===== src/cpu_defs.svh =====
`ifndef CPU_DEFS_SVH
`define CPU_DEFS_SVH

// Datapath and register file
`define XLEN        32
`define REG_COUNT   32
`define REG_BITS    5

// Debug tag counter
`define TAG_BITS    8

//==========================================================================
// Opcodes

`define OP_REG      7'b0110011
`define OP_IMM      7'b0010011
`define OP_LUI      7'b0110111

//==========================================================================
// Function codes

`define F3_ADD      3'b000
`define F3_SLL      3'b001
`define F3_SLT      3'b010
`define F3_SLTU     3'b011
`define F3_XOR      3'b100
`define F3_SR       3'b101
`define F3_OR       3'b110
`define F3_AND      3'b111

// Selects SUB and SRA
`define F7_BASE     7'b0000000
`define F7_ALT      7'b0100000

`endif


===== src/cpu_pkg.sv =====
`include "cpu_defs.svh"

package cpu_pkg;

	typedef enum logic [3:0] {
		ALU_ADD,
		ALU_SUB,
		ALU_SLL,
		ALU_SLT,
		ALU_SLTU,
		ALU_XOR,
		ALU_SRL,
		ALU_SRA,
		ALU_OR,
		ALU_AND,
		ALU_PASS_B
	} alu_op_t;

	//==========================================================================
	// Instruction word

	typedef struct packed {
		logic [6:0] funct7;
		logic [`REG_BITS-1:0] rs2;
		logic [`REG_BITS-1:0] rs1;
		logic [2:0] funct3;
		logic [`REG_BITS-1:0] rd;
		logic [6:0] opcode;
	} r_format_t;

	typedef struct packed {
		logic [11:0] imm;
		logic [`REG_BITS-1:0] rs1;
		logic [2:0] funct3;
		logic [`REG_BITS-1:0] rd;
		logic [6:0] opcode;
	} i_format_t;

	// Same word seen as R or I format
	typedef union packed {
		r_format_t r;
		i_format_t i;
	} instr_t;

	//==========================================================================
	// Stage records

	typedef struct packed {
		logic valid;
		logic fault;
		logic [`TAG_BITS-1:0] tag;
		logic [`REG_BITS-1:0] rs1;
		logic [`REG_BITS-1:0] rs2;
		logic use_rs2;
		logic [`REG_BITS-1:0] rd;
		logic write;
		alu_op_t op;
		logic [`XLEN-1:0] a;
		// Immediate when use_rs2 is clear
		logic [`XLEN-1:0] b;
	} decode_data_t;

	typedef struct packed {
		logic valid;
		logic fault;
		logic [`TAG_BITS-1:0] tag;
		logic [`REG_BITS-1:0] rd;
		logic write;
		logic [`XLEN-1:0] result;
	} execute_data_t;

	// Retired instruction, same layout as execute
	typedef execute_data_t retire_data_t;

endpackage


===== src/cpu_core.sv =====
`timescale 1ns/1ps

`include "cpu_defs.svh"

module cpu_core (
	input  logic                    i_clock,
	input  logic                    i_rst_n,

	// Instruction input
	input  logic                    i_instr_valid,
	input  logic [`XLEN-1:0]        i_instr,

	// Retire report
	output logic                    o_retire_valid,
	output logic [`REG_BITS-1:0]    o_retire_rd,
	output logic                    o_retire_write,
	output logic [`XLEN-1:0]        o_retire_value,
	output logic [`TAG_BITS-1:0]    o_retire_tag,
	output logic                    o_fault
);

	cpu_pkg::instr_t instr_word;
	logic [`REG_BITS-1:0] rs1_index;
	logic [`REG_BITS-1:0] rs2_index;
	logic [`XLEN-1:0] rs1_data;
	logic [`XLEN-1:0] rs2_data;
	cpu_pkg::decode_data_t decode_data;
	cpu_pkg::execute_data_t execute_data;
	cpu_pkg::retire_data_t retire_data;

	assign instr_word = i_instr;

	//==========================================================================
	// Decode

	cpu_decode decode (
		.i_clock(i_clock),
		.i_rst_n(i_rst_n),
		.i_instr_valid(i_instr_valid),
		.i_instr(instr_word),
		.o_rs1_index(rs1_index),
		.o_rs2_index(rs2_index),
		.i_rs1_data(rs1_data),
		.i_rs2_data(rs2_data),
		.o_data(decode_data)
	);

	//==========================================================================
	// Execute

	cpu_execute execute (
		.i_clock(i_clock),
		.i_rst_n(i_rst_n),
		.i_data(decode_data),
		.i_retire(retire_data),
		.o_data(execute_data)
	);

	//==========================================================================
	// Writeback

	cpu_writeback writeback (
		.i_clock(i_clock),
		.i_rst_n(i_rst_n),
		.i_data(execute_data),
		.i_rs1_index(rs1_index),
		.i_rs2_index(rs2_index),
		.o_rs1_data(rs1_data),
		.o_rs2_data(rs2_data),
		.o_data(retire_data)
	);

	// Retire record out to ports
	assign o_retire_valid = retire_data.valid;
	assign o_retire_rd = retire_data.rd;
	assign o_retire_write = retire_data.write;
	assign o_retire_value = retire_data.result;
	assign o_retire_tag = retire_data.tag;
	assign o_fault = retire_data.valid & retire_data.fault;

endmodule


===== src/cpu_decode.sv =====
`timescale 1ns/1ps

`include "cpu_defs.svh"

module cpu_decode (
	input  logic                    i_clock,
	input  logic                    i_rst_n,

	input  logic                    i_instr_valid,
	input  cpu_pkg::instr_t         i_instr,

	// Register file read
	output logic [`REG_BITS-1:0]    o_rs1_index,
	output logic [`REG_BITS-1:0]    o_rs2_index,
	input  logic [`XLEN-1:0]        i_rs1_data,
	input  logic [`XLEN-1:0]        i_rs2_data,

	output cpu_pkg::decode_data_t   o_data
);

	logic [`TAG_BITS-1:0] tag_count;
	cpu_pkg::alu_op_t op;
	logic legal;
	logic use_rs2;
	logic [`XLEN-1:0] imm;

	// Operation for funct3 with the base funct7
	function automatic cpu_pkg::alu_op_t base_op(input logic [2:0] funct3);
		case (funct3)
			`F3_ADD:  return cpu_pkg::ALU_ADD;
			`F3_SLL:  return cpu_pkg::ALU_SLL;
			`F3_SLT:  return cpu_pkg::ALU_SLT;
			`F3_SLTU: return cpu_pkg::ALU_SLTU;
			`F3_XOR:  return cpu_pkg::ALU_XOR;
			`F3_SR:   return cpu_pkg::ALU_SRL;
			`F3_OR:   return cpu_pkg::ALU_OR;
			default:  return cpu_pkg::ALU_AND;
		endcase
	endfunction

	assign o_rs1_index = i_instr.r.rs1;
	assign o_rs2_index = i_instr.r.rs2;

	//==========================================================================
	// Instruction decode

	always_comb begin
		op = base_op(i_instr.r.funct3);
		legal = 1'b0;
		use_rs2 = 1'b0;
		imm = {{(`XLEN-12){i_instr.i.imm[11]}}, i_instr.i.imm};
		case (i_instr.r.opcode)
			`OP_REG: begin
				use_rs2 = 1'b1;
				if (i_instr.r.funct7 == `F7_BASE) begin
					legal = 1'b1;
				end else if (i_instr.r.funct7 == `F7_ALT) begin
					// Only ADD and SRL have an alternate form
					if (i_instr.r.funct3 == `F3_ADD) begin
						op = cpu_pkg::ALU_SUB;
						legal = 1'b1;
					end else if (i_instr.r.funct3 == `F3_SR) begin
						op = cpu_pkg::ALU_SRA;
						legal = 1'b1;
					end
				end
			end
			`OP_IMM: begin
				// Shift amount sits where funct7 would be in the upper bits
				if (i_instr.r.funct3 == `F3_SLL) begin
					legal = (i_instr.r.funct7 == `F7_BASE);
				end else if (i_instr.r.funct3 == `F3_SR) begin
					if (i_instr.r.funct7 == `F7_ALT)
						op = cpu_pkg::ALU_SRA;
					legal = (i_instr.r.funct7 == `F7_BASE) || (i_instr.r.funct7 == `F7_ALT);
				end else begin
					legal = 1'b1;
				end
			end
			`OP_LUI: begin
				op = cpu_pkg::ALU_PASS_B;
				legal = 1'b1;
				imm = {i_instr.i.imm, i_instr.i.rs1, i_instr.i.funct3, 12'b0};
			end
			default: begin
				legal = 1'b0;
			end
		endcase
	end

	//==========================================================================
	// Decode record and tag counter

	always_ff @(posedge i_clock or negedge i_rst_n) begin
		if (!i_rst_n) begin
			o_data <= '0;
			tag_count <= '0;
		end else begin
			o_data.valid <= i_instr_valid;
			o_data.fault <= i_instr_valid & ~legal;
			o_data.tag <= tag_count;
			o_data.rs1 <= i_instr.r.rs1;
			o_data.rs2 <= i_instr.r.rs2;
			o_data.use_rs2 <= use_rs2;
			o_data.rd <= i_instr.r.rd;
			o_data.write <= i_instr_valid & legal;
			o_data.op <= op;
			o_data.a <= i_rs1_data;
			o_data.b <= use_rs2 ? i_rs2_data : imm;
			if (i_instr_valid)
				tag_count <= tag_count + 1'b1;
		end
	end

endmodule


===== src/cpu_execute.sv =====
`timescale 1ns/1ps

`include "cpu_defs.svh"

module cpu_execute (
	input  logic                    i_clock,
	input  logic                    i_rst_n,

	input  cpu_pkg::decode_data_t   i_data,
	input  cpu_pkg::retire_data_t   i_retire,

	output cpu_pkg::execute_data_t  o_data
);

	logic [`XLEN-1:0] op_a;
	logic [`XLEN-1:0] op_b;
	logic [4:0] shamt;
	logic [`XLEN-1:0] result;

	// True when a later stage will write this source register
	function automatic logic hits(
		input cpu_pkg::execute_data_t entry,
		input logic [`REG_BITS-1:0] index
	);
		return entry.valid && !entry.fault && entry.write &&
			(entry.rd != '0) && (entry.rd == index);
	endfunction

	function automatic logic [`XLEN-1:0] forward(
		input logic [`REG_BITS-1:0] index,
		input logic [`XLEN-1:0] captured,
		input cpu_pkg::execute_data_t ex_entry,
		input cpu_pkg::retire_data_t rt_entry
	);
		// Newest result first
		if (hits(ex_entry, index))
			return ex_entry.result;
		else if (hits(rt_entry, index))
			return rt_entry.result;
		else
			return captured;
	endfunction

	//==========================================================================
	// Forwarding

	always_comb begin
		op_a = forward(i_data.rs1, i_data.a, o_data, i_retire);
		if (i_data.use_rs2)
			op_b = forward(i_data.rs2, i_data.b, o_data, i_retire);
		else
			op_b = i_data.b;
	end

	assign shamt = op_b[4:0];

	//==========================================================================
	// ALU

	always_comb begin
		case (i_data.op)
			cpu_pkg::ALU_ADD:    result = op_a + op_b;
			cpu_pkg::ALU_SUB:    result = op_a - op_b;
			cpu_pkg::ALU_SLL:    result = op_a << shamt;
			cpu_pkg::ALU_SLT:    result = {{(`XLEN-1){1'b0}}, $signed(op_a) < $signed(op_b)};
			cpu_pkg::ALU_SLTU:   result = {{(`XLEN-1){1'b0}}, op_a < op_b};
			cpu_pkg::ALU_XOR:    result = op_a ^ op_b;
			cpu_pkg::ALU_SRL:    result = op_a >> shamt;
			cpu_pkg::ALU_SRA:    result = $unsigned($signed(op_a) >>> shamt);
			cpu_pkg::ALU_OR:     result = op_a | op_b;
			cpu_pkg::ALU_AND:    result = op_a & op_b;
			cpu_pkg::ALU_PASS_B: result = op_b;
			default:             result = '0;
		endcase
	end

	//==========================================================================
	// Execute record

	always_ff @(posedge i_clock or negedge i_rst_n) begin
		if (!i_rst_n) begin
			o_data <= '0;
		end else begin
			o_data.valid <= i_data.valid;
			o_data.fault <= i_data.fault;
			o_data.tag <= i_data.tag;
			o_data.rd <= i_data.rd;
			o_data.write <= i_data.write;
			o_data.result <= result;
		end
	end

endmodule


===== src/cpu_writeback.sv =====
`timescale 1ns/1ps

`include "cpu_defs.svh"

module cpu_writeback (
	input  logic                    i_clock,
	input  logic                    i_rst_n,

	input  cpu_pkg::execute_data_t  i_data,

	// Asynchronous read ports for decode
	input  logic [`REG_BITS-1:0]    i_rs1_index,
	input  logic [`REG_BITS-1:0]    i_rs2_index,
	output logic [`XLEN-1:0]        o_rs1_data,
	output logic [`XLEN-1:0]        o_rs2_data,

	output cpu_pkg::retire_data_t   o_data
);

	// x0 has no storage
	logic [`XLEN-1:0] regs [1:`REG_COUNT-1];
	logic write_en;

	assign write_en = i_data.valid && !i_data.fault && i_data.write && (i_data.rd != '0);

	//==========================================================================
	// Register file

	always_ff @(posedge i_clock or negedge i_rst_n) begin
		if (!i_rst_n) begin
			for (int i = 1; i < `REG_COUNT; i++)
				regs[i] <= '0;
		end else if (write_en) begin
			regs[i_data.rd] <= i_data.result;
		end
	end

	always_comb begin
		if (i_rs1_index == '0)
			o_rs1_data = '0;
		else
			o_rs1_data = regs[i_rs1_index];

		if (i_rs2_index == '0)
			o_rs2_data = '0;
		else
			o_rs2_data = regs[i_rs2_index];
	end

	//==========================================================================
	// Retire record

	// Loaded on the same edge as the register write
	always_ff @(posedge i_clock or negedge i_rst_n) begin
		if (!i_rst_n) begin
			o_data <= '0;
		end else begin
			o_data.valid <= i_data.valid;
			o_data.fault <= i_data.fault;
			o_data.tag <= i_data.tag;
			o_data.rd <= i_data.rd;
			o_data.write <= i_data.write;
			o_data.result <= i_data.result;
		end
	end

endmodule


===== config.mk =====
export PLATFORM = sky130hd
export DESIGN_NAME = cpu_core
export DESIGN_NICKNAME = d
export VERILOG_FILES = /design/src/cpu_pkg.sv /design/src/cpu_core.sv /design/src/cpu_decode.sv /design/src/cpu_execute.sv /design/src/cpu_writeback.sv
export VERILOG_INCLUDE_DIRS = /design/src
export SDC_FILE = /design/constraint.sdc
export NUM_CORES = 2
export LEC_CHECK = 0
export BUFFER_PORTS_ARGS = -buffer_cell sky130_fd_sc_hd__buf_4
export CAP_MARGIN = 20
export CELL_PAD_IN_SITES_DETAIL_PLACEMENT = 0
export CELL_PAD_IN_SITES_GLOBAL_PLACEMENT = 1
export CORE_MARGIN = 3
export CORE_UTILIZATION = 27
export DETAILED_ROUTE_END_ITERATION = 8
export PLACE_DENSITY_LB_ADDON = 0.1
export SLEW_MARGIN = 20
export SYNTH_ARGS = -nofsm -noshare
export SYNTH_HDL_FRONTEND = slang
export SYNTH_SLANG_ARGS = --single-unit

===== constraint.sdc =====
create_clock -name i_clock -period 7.7 [get_ports i_clock]
set_input_delay 0.77 -clock i_clock [delete_from_list [all_inputs] [get_ports i_clock]]
set_output_delay 0.77 -clock i_clock [all_outputs]
set_load 0.02 [all_outputs]

; ---- Word-level counts from Yosys, hierarchy flattened
; Index checks and enable logic that the tools add are counted.
; Widths: inputs -> output; s select.
[word_totals]
input_bits = 35
wordCells = 158
register_bits = 1191
output_inout_bits = 48
[classes]
muxes = 36
n_bitwise = 10
shifts = 3
eq_ne = 24
addsub = 3
order_cmp = 6
n_reduce_logical = 21
[op_table]
columns = op, count
row1 = $bwmux 992, 1
row2 = $mux 32, 13
row3 = $pmux 32 s11, 1
row4 = $bmux 32 s5, 2
row5 = $demux 32 s5, 1
row6 = $lt 32x32->1, 2
row7 = $add 32x32->32, 1
row8 = $and 32x32->32, 1
row9 = $or 32x32->32, 1
row10 = $shl 32x5->32, 1
row11 = $shr 32x5->32, 1
row12 = $sshr 32x5->32, 1
row13 = $sub 32x32->32, 1
row14 = $xor 32x32->32, 1
row15 = $mux 31, 1
row16 = $mux 4, 7
row17 = $pmux 4 s7, 1
row18 = $eq 7x6->1 const B, 3
row19 = $eq 5x5->1, 4
row20 = $ge 6x6->1 const B, 3
row21 = $not 5->6, 3
row22 = $eq 4x3->1 const B, 4
row23 = $eq 4x4->1 const B, 3
row24 = $pmux 4 s3, 1
row25 = other kinds (20), 45

; ---- Logic depth before layout (Yosys ltp)
[logic_depth]
word_depth = 10
mapped_depth = 24
ltp_nobuf = 20

; ---- Modules after synthesis
; Synthesis repeated with hierarchy kept, for this count alone.
[unflattened]
hier_cells = 5965
area_unflattened_um2 = 70212.3
[modules_own_cells]
columns = module, n_inst, area_each_um2, cells_per_inst, seq_area_each_um2
row1 = cpu_writeback, 1, 55196.7, 4136, 26025.0
row2 = cpu_execute, 1, 11459.7, 1570, 1201.2
row3 = cpu_decode, 1, 3549.7, 258, 2577.5
row4 = cpu_core, 1, 6.3, 1, 0.0

; ---- Worst setup path after synthesis
; Ideal clock, no wire load.
[synth_timing]
path_kind = reg-to-reg
startpoint = register writeback.o_data[33] in the netlist's numbering
endpoint = register execute.o_data[28] in the netlist's numbering
arrival_time_ns = 5.529
t_required_ns = 7.574
synth_period_minus_slack_ns = 5.655
n_path_buf = 3
slack_ns = 2.045
path_stages_with_launch = 22
setup_time_ns = 0.126
cell_sequence = dfrtp_1 -> or4_4 -> o211ai_2 -> a211oi_2 -> a32oi_1 -> a21bo_2 -> buf_2 -> buf_2 -> buf_2 -> ha_1 -> fa_1 -> a21oi_1 -> o21bai_1 -> a221o_1 -> a2111oi_4 -> o31ai_1 -> a221oi_2 -> o41a_1 -> o21ai_1 -> o31a_1 -> a221o_1 -> a221o_1
[synth_via]
elab_chain_len = 8
word_cells_on_any_way = 20
cone_classes = add/sub: 2 / eq/ne: 2 / shift: 3 / mux: 6 / bitwise: 3 / reduce/logical: 4
[synth_rtl]
columns = item, line_no
row1 = "start, declared", cpu_writeback.sv:17  ; output cpu_pkg::retire_data_t o_data
row2 = $reduce_bool 5->1, cpu_execute.sv:26  ; (entry.rd != '0) && (entry.rd == index);
row3 = $logic_and 1x1->1, cpu_execute.sv:25  ; return entry.valid && !entry.fault && entry.write &&
row4 = $logic_and 1x1->1, cpu_execute.sv:26
row5 = $mux 32, cpu_execute.sv:38  ; else if (hits(rt_entry, index))
row6 = $mux 32, cpu_execute.sv:36  ; if (hits(ex_entry, index))
row7 = $mux 32, cpu_execute.sv:49  ; if (i_data.use_rs2)
row8 = $sub 32x32->32 (tied with other cells), cpu_execute.sv:63  ; cpu_pkg::ALU_SUB: result = op_a - op_b;
row9 = $pmux 32 s11 (*), cpu_execute.sv:61  ; case (i_data.op)
row10 = via execute.result[28], cpu_execute.sv:18  ; logic [`XLEN-1:0] result;
row11 = "end, declared", cpu_execute.sv:12  ; output cpu_pkg::execute_data_t o_data
; Mark *: on every way through the listed nets, which the timed path passes. The rest lies on a longest branch.
; A chain may end at the register's enable or synchronous reset.

; ---- Worst setup path in the final report
[layout_timing]
startpoint = register execute.o_data[33] in the netlist's numbering
endpoint = register execute.o_data[29] in the netlist's numbering
[layout_via]
elab_chain_len = 7
word_cells_on_any_way = 18
cone_classes = add/sub: 2 / eq/ne: 2 / shift: 3 / mux: 4 / bitwise: 3 / reduce/logical: 4
[layout_rtl]
columns = item, line_no
row1 = $reduce_bool 5->1, cpu_execute.sv:26
row2 = $logic_and 1x1->1, cpu_execute.sv:25
row3 = $logic_and 1x1->1, cpu_execute.sv:26
row4 = $mux 32, cpu_execute.sv:36
row5 = $mux 32, cpu_execute.sv:49
row6 = $sub 32x32->32 (tied with other cells), cpu_execute.sv:63
row7 = $pmux 32 s11 (*), cpu_execute.sv:61
row8 = via execute.result[29], cpu_execute.sv:18
; Marks and branches as above.

==> results by group <==
STA
  – Slew margin rel.: 0.242
  – Fmax achieved: 0.147 GHz
  – Tmin final: 6.78 ns
  – Fin Setup TNS: 0 ns
  – Slew Viols, Final: 0
  – Worst Skew: 0.0615 ns
  – Ratio of final minimum period to clock period: 0.881
  – Final worst setup slack: 0.915 ns
  – RSZ-0062 raised after global routing: no
  – Setup violators final: 0
  – Slew of the pin with the lowest slew margin: 1.10 ns
  – Fin. Hold Viols: 0

Logic synthesis
  – Top post-synthesis cells by area: dfrtp_1, mux4_2, mux2_2, mux2i_1, clkbuf_1
  – Post-Synthesis Cells: 5,138
  – Leading area contributor after synthesis: dfrtp_1
  – Syn_nets: 5,273
  – Main synth FF type: dfrtp_1
  – Number of synthesized flops with an enable pin: 0
  – Number of synthesized register bits: 1,191
  – Asr flop ratio synth: 1.00
  – Mean Syn Cell Area: 13.4 sq um
  – Synth warnings: 0
  – Mapped Area: 68,600 sq um
  – Synth top area share: 0.434
  – Netlist cell types: 89
  – Sequential share of the synthesized area: 0.434

Global route
  – Vias in the first global route: 48.2k
  – Pin count of the biggest net entering global routing: 150
  – Global routing met2 resource utilization: 0.354
  – Total gr overflow: 0
  – Antenna violations before repair: 24
  – First-pass GRT wire length: 405,000 um
  – Met3 GRT Util: 0.0300
  – Total track usage: 0.220
  – Global routing's busiest layer: met2
  – GR Layer Usage met1: 0.310

Clocking
  – Clock transition at the registers of the reported paths: 0.07 ns
  – CTS tree: done
  – Clk Latency, worst-skew pair: 0.83 ns
  – Post_cts resized: 0
  – Clk buf depth: 3
  – Num CTS Buffers: 150
  – H-tree depth: 4
  – Root Buffer Master: clkbuf_16
  – CTS sink cnt: 1,191

Worst setup path
  – Critical Path Fanout Max: 12
  – CP max stage delay: 0.73 ns
  – Crit path DAT: 7.44 ns
  – Kind of capture point of the worst setup path: flop
  – CP Class: reg2reg
  – Worst-path cell chain: nor2_1, a211oi_1, and2_1, o21ai_2, a211o_2, ha_1, nor2_1, o311ai_1, a211oi_1, a311oi_2, o221ai_1, a211o_1, a221o_1, a41oi_1, o32ai_1, o2bb2ai_1, nand4_1
  – Setup crit start kind: flop
  – Req. time, crit path: 8.36 ns
  – Slowest-stage cell, CP: a211oi_1

Finish
  – Layout area overhead: 13.8%
  – Commonest cells after routing, fill and taps aside: dfrtp_1, mux2_2, mux4_2
  – Nets: 5,151
  – Most common cell after layout, fill and taps aside: dfrtp_1
  – Reg area: 29,800 sq um
  – Fillers: 25.1k
  – Layout cells sized above 1: 0.433
  – Area of the multi-input gates: 36,600 sq um

Status
  – Outcome: finished, final reports clean

Floorplan
  – Initial Util: 0.272
  – Site row count: 184
  – Die height: 510 um
  – Die X: 510 um
  – Die area: 260,000 sq um
  – IO Pins: 83
  – Core area: 252,000 sq um

Route
  – Drc violations: 0
  – First DRT Iteration DRCs: 4,092
  – Post-DRT Antenna Nets: 0
  – DR vias: 46.7k
  – Post-DR wirelength/cell: 34.0 um
  – Vias/cell: 5.51
  – DRT Wirelength: 289,000 um
  – First-pass detailed-route iteration total: 5

Place
  – GPL Wtd Cong: 0.901
  – Post-place setup slack: 0.988 ns
  – DP HPWL: 179,000 um
  – PortBufs: 82

Min path
  – Hold Path Class: in2reg

Power
  – Max VDD drop: 0.000202 V
  – Pleak: 0.0348 uW
  – P per Cell Area: 197 nW/um^2

Flow run
  – Max Cap Violations: 0
==> Yosys cell counts, drive strengths merged (16+ instances only) <==
cell and n:
o211ai 29, nand2b 24, nand2 206, mux2 1095
mux4 568, a31oi 16, nor3 42, and3 16
ha 98, mux2i 182, clkbuf 362, o21ai 158
a22oi 16, a21oi 163, a22o 57, buf 171
o221ai 25, nor2b 26, nand3 42, dfrtp 1191
nor2 197, a211oi 26, o22ai 47, xnor2 27
a221oi 43, inv 90, o21bai 20
==> cell type report <==
class,instances,share of cell area
diodes,5,0.000160
clock buffers,225,0.0566
clock inverters,44,0.00756
inverters,91,0.00437
multi-input cells,3323,0.468
flip-flops and latches,1191,0.382
well taps,3348,0.0536
repair buffers,259,0.0279
==> worst max-delay path: cells and delay by family (launching register included) <==
kind	cells	cell delay (ns)
simple gates	4	0.89
compound gates	12	4.71
fa+ha+maj	1	0.36
flops	1	0.64
==> registers in the layout (all words and copies together) (netlist names) <==
| name | flops |
|---|---|
| writeback.regs | 992 |
| decode.o_data | 95 |
| execute.o_data | 48 |
| writeback.o_data | 48 |
| decode.tag_count | 8 |
==> where the power goes <==
part | switching [uW] | internal [uW]
sequential | 174 | 6400
clock | 3020 | 4250
combinational | 1100 | 418
==> cell families after synthesis <==
logic type      count (synthesis)  synth area share
simple gates                  622            0.0413
compound gates                717            0.0709
xor+xnor                       39           0.00498
flops                        1191             0.434
mux                          1845             0.393
fa+ha+maj                     100            0.0184
buf+inv                       624            0.0377
==> metrics by stage <==
stage | power [uW] | area, sq um | hold slack (ns) | instances | utilization
final | 15400 | 78100 | 0.0691 | 8486 | 0.310
after global routing | 16000 | 78100 | 0.0242 | 8484 | 0.310
after CTS | 15600 | 78100 | 0.00181 | 8481 | 0.310
after detailed placement | 8230 | 73000 | 0.335 | 8210 | 0.290
after global placement | 8240 | 73000 | 0.333 | 8209 | 0.290
after floorplan | 7450 | 68600 | 0.331 | 5138 | -
==> per-layer routing <==
metal | wire (um) | share of wire
met5 | 0 | 0
met4 | 8250 | 0.029
met3 | 13000 | 0.045
met2 | 135000 | 0.47
met1 | 132000 | 0.46
==> path summary, 6_finish.rpt <==
path                                                         to  slack [ns]  depth (start not counted)                          from
worst max-delay path               execute.o_data[29]$_DFF_PN0_        0.92                         17  execute.o_data[33]$_DFF_PN0_
worst min-delay path                decode.o_data[72]$_DFF_PN0_        0.07                          1                   i_instr[10]
worst max register to register     execute.o_data[29]$_DFF_PN0_        0.92                         17  execute.o_data[33]$_DFF_PN0_
worst min register to register   writeback.o_data[41]$_DFF_PN0_        0.35                          0  execute.o_data[41]$_DFF_PN0_
max in group asynchronous       writeback.regs[550]$_DFFE_PN0P_        5.13                          4                       i_rst_n
min in group asynchronous        writeback.o_data[41]$_DFF_PN0_        0.57                          2                       i_rst_n
==> repair_timing <==
item                      in CTS  in global routing
hold endpoints to repair      89                  0
setup buffers                  0                  0
hold buffers                   2                  0
Power figures use the tool's default switching activity.
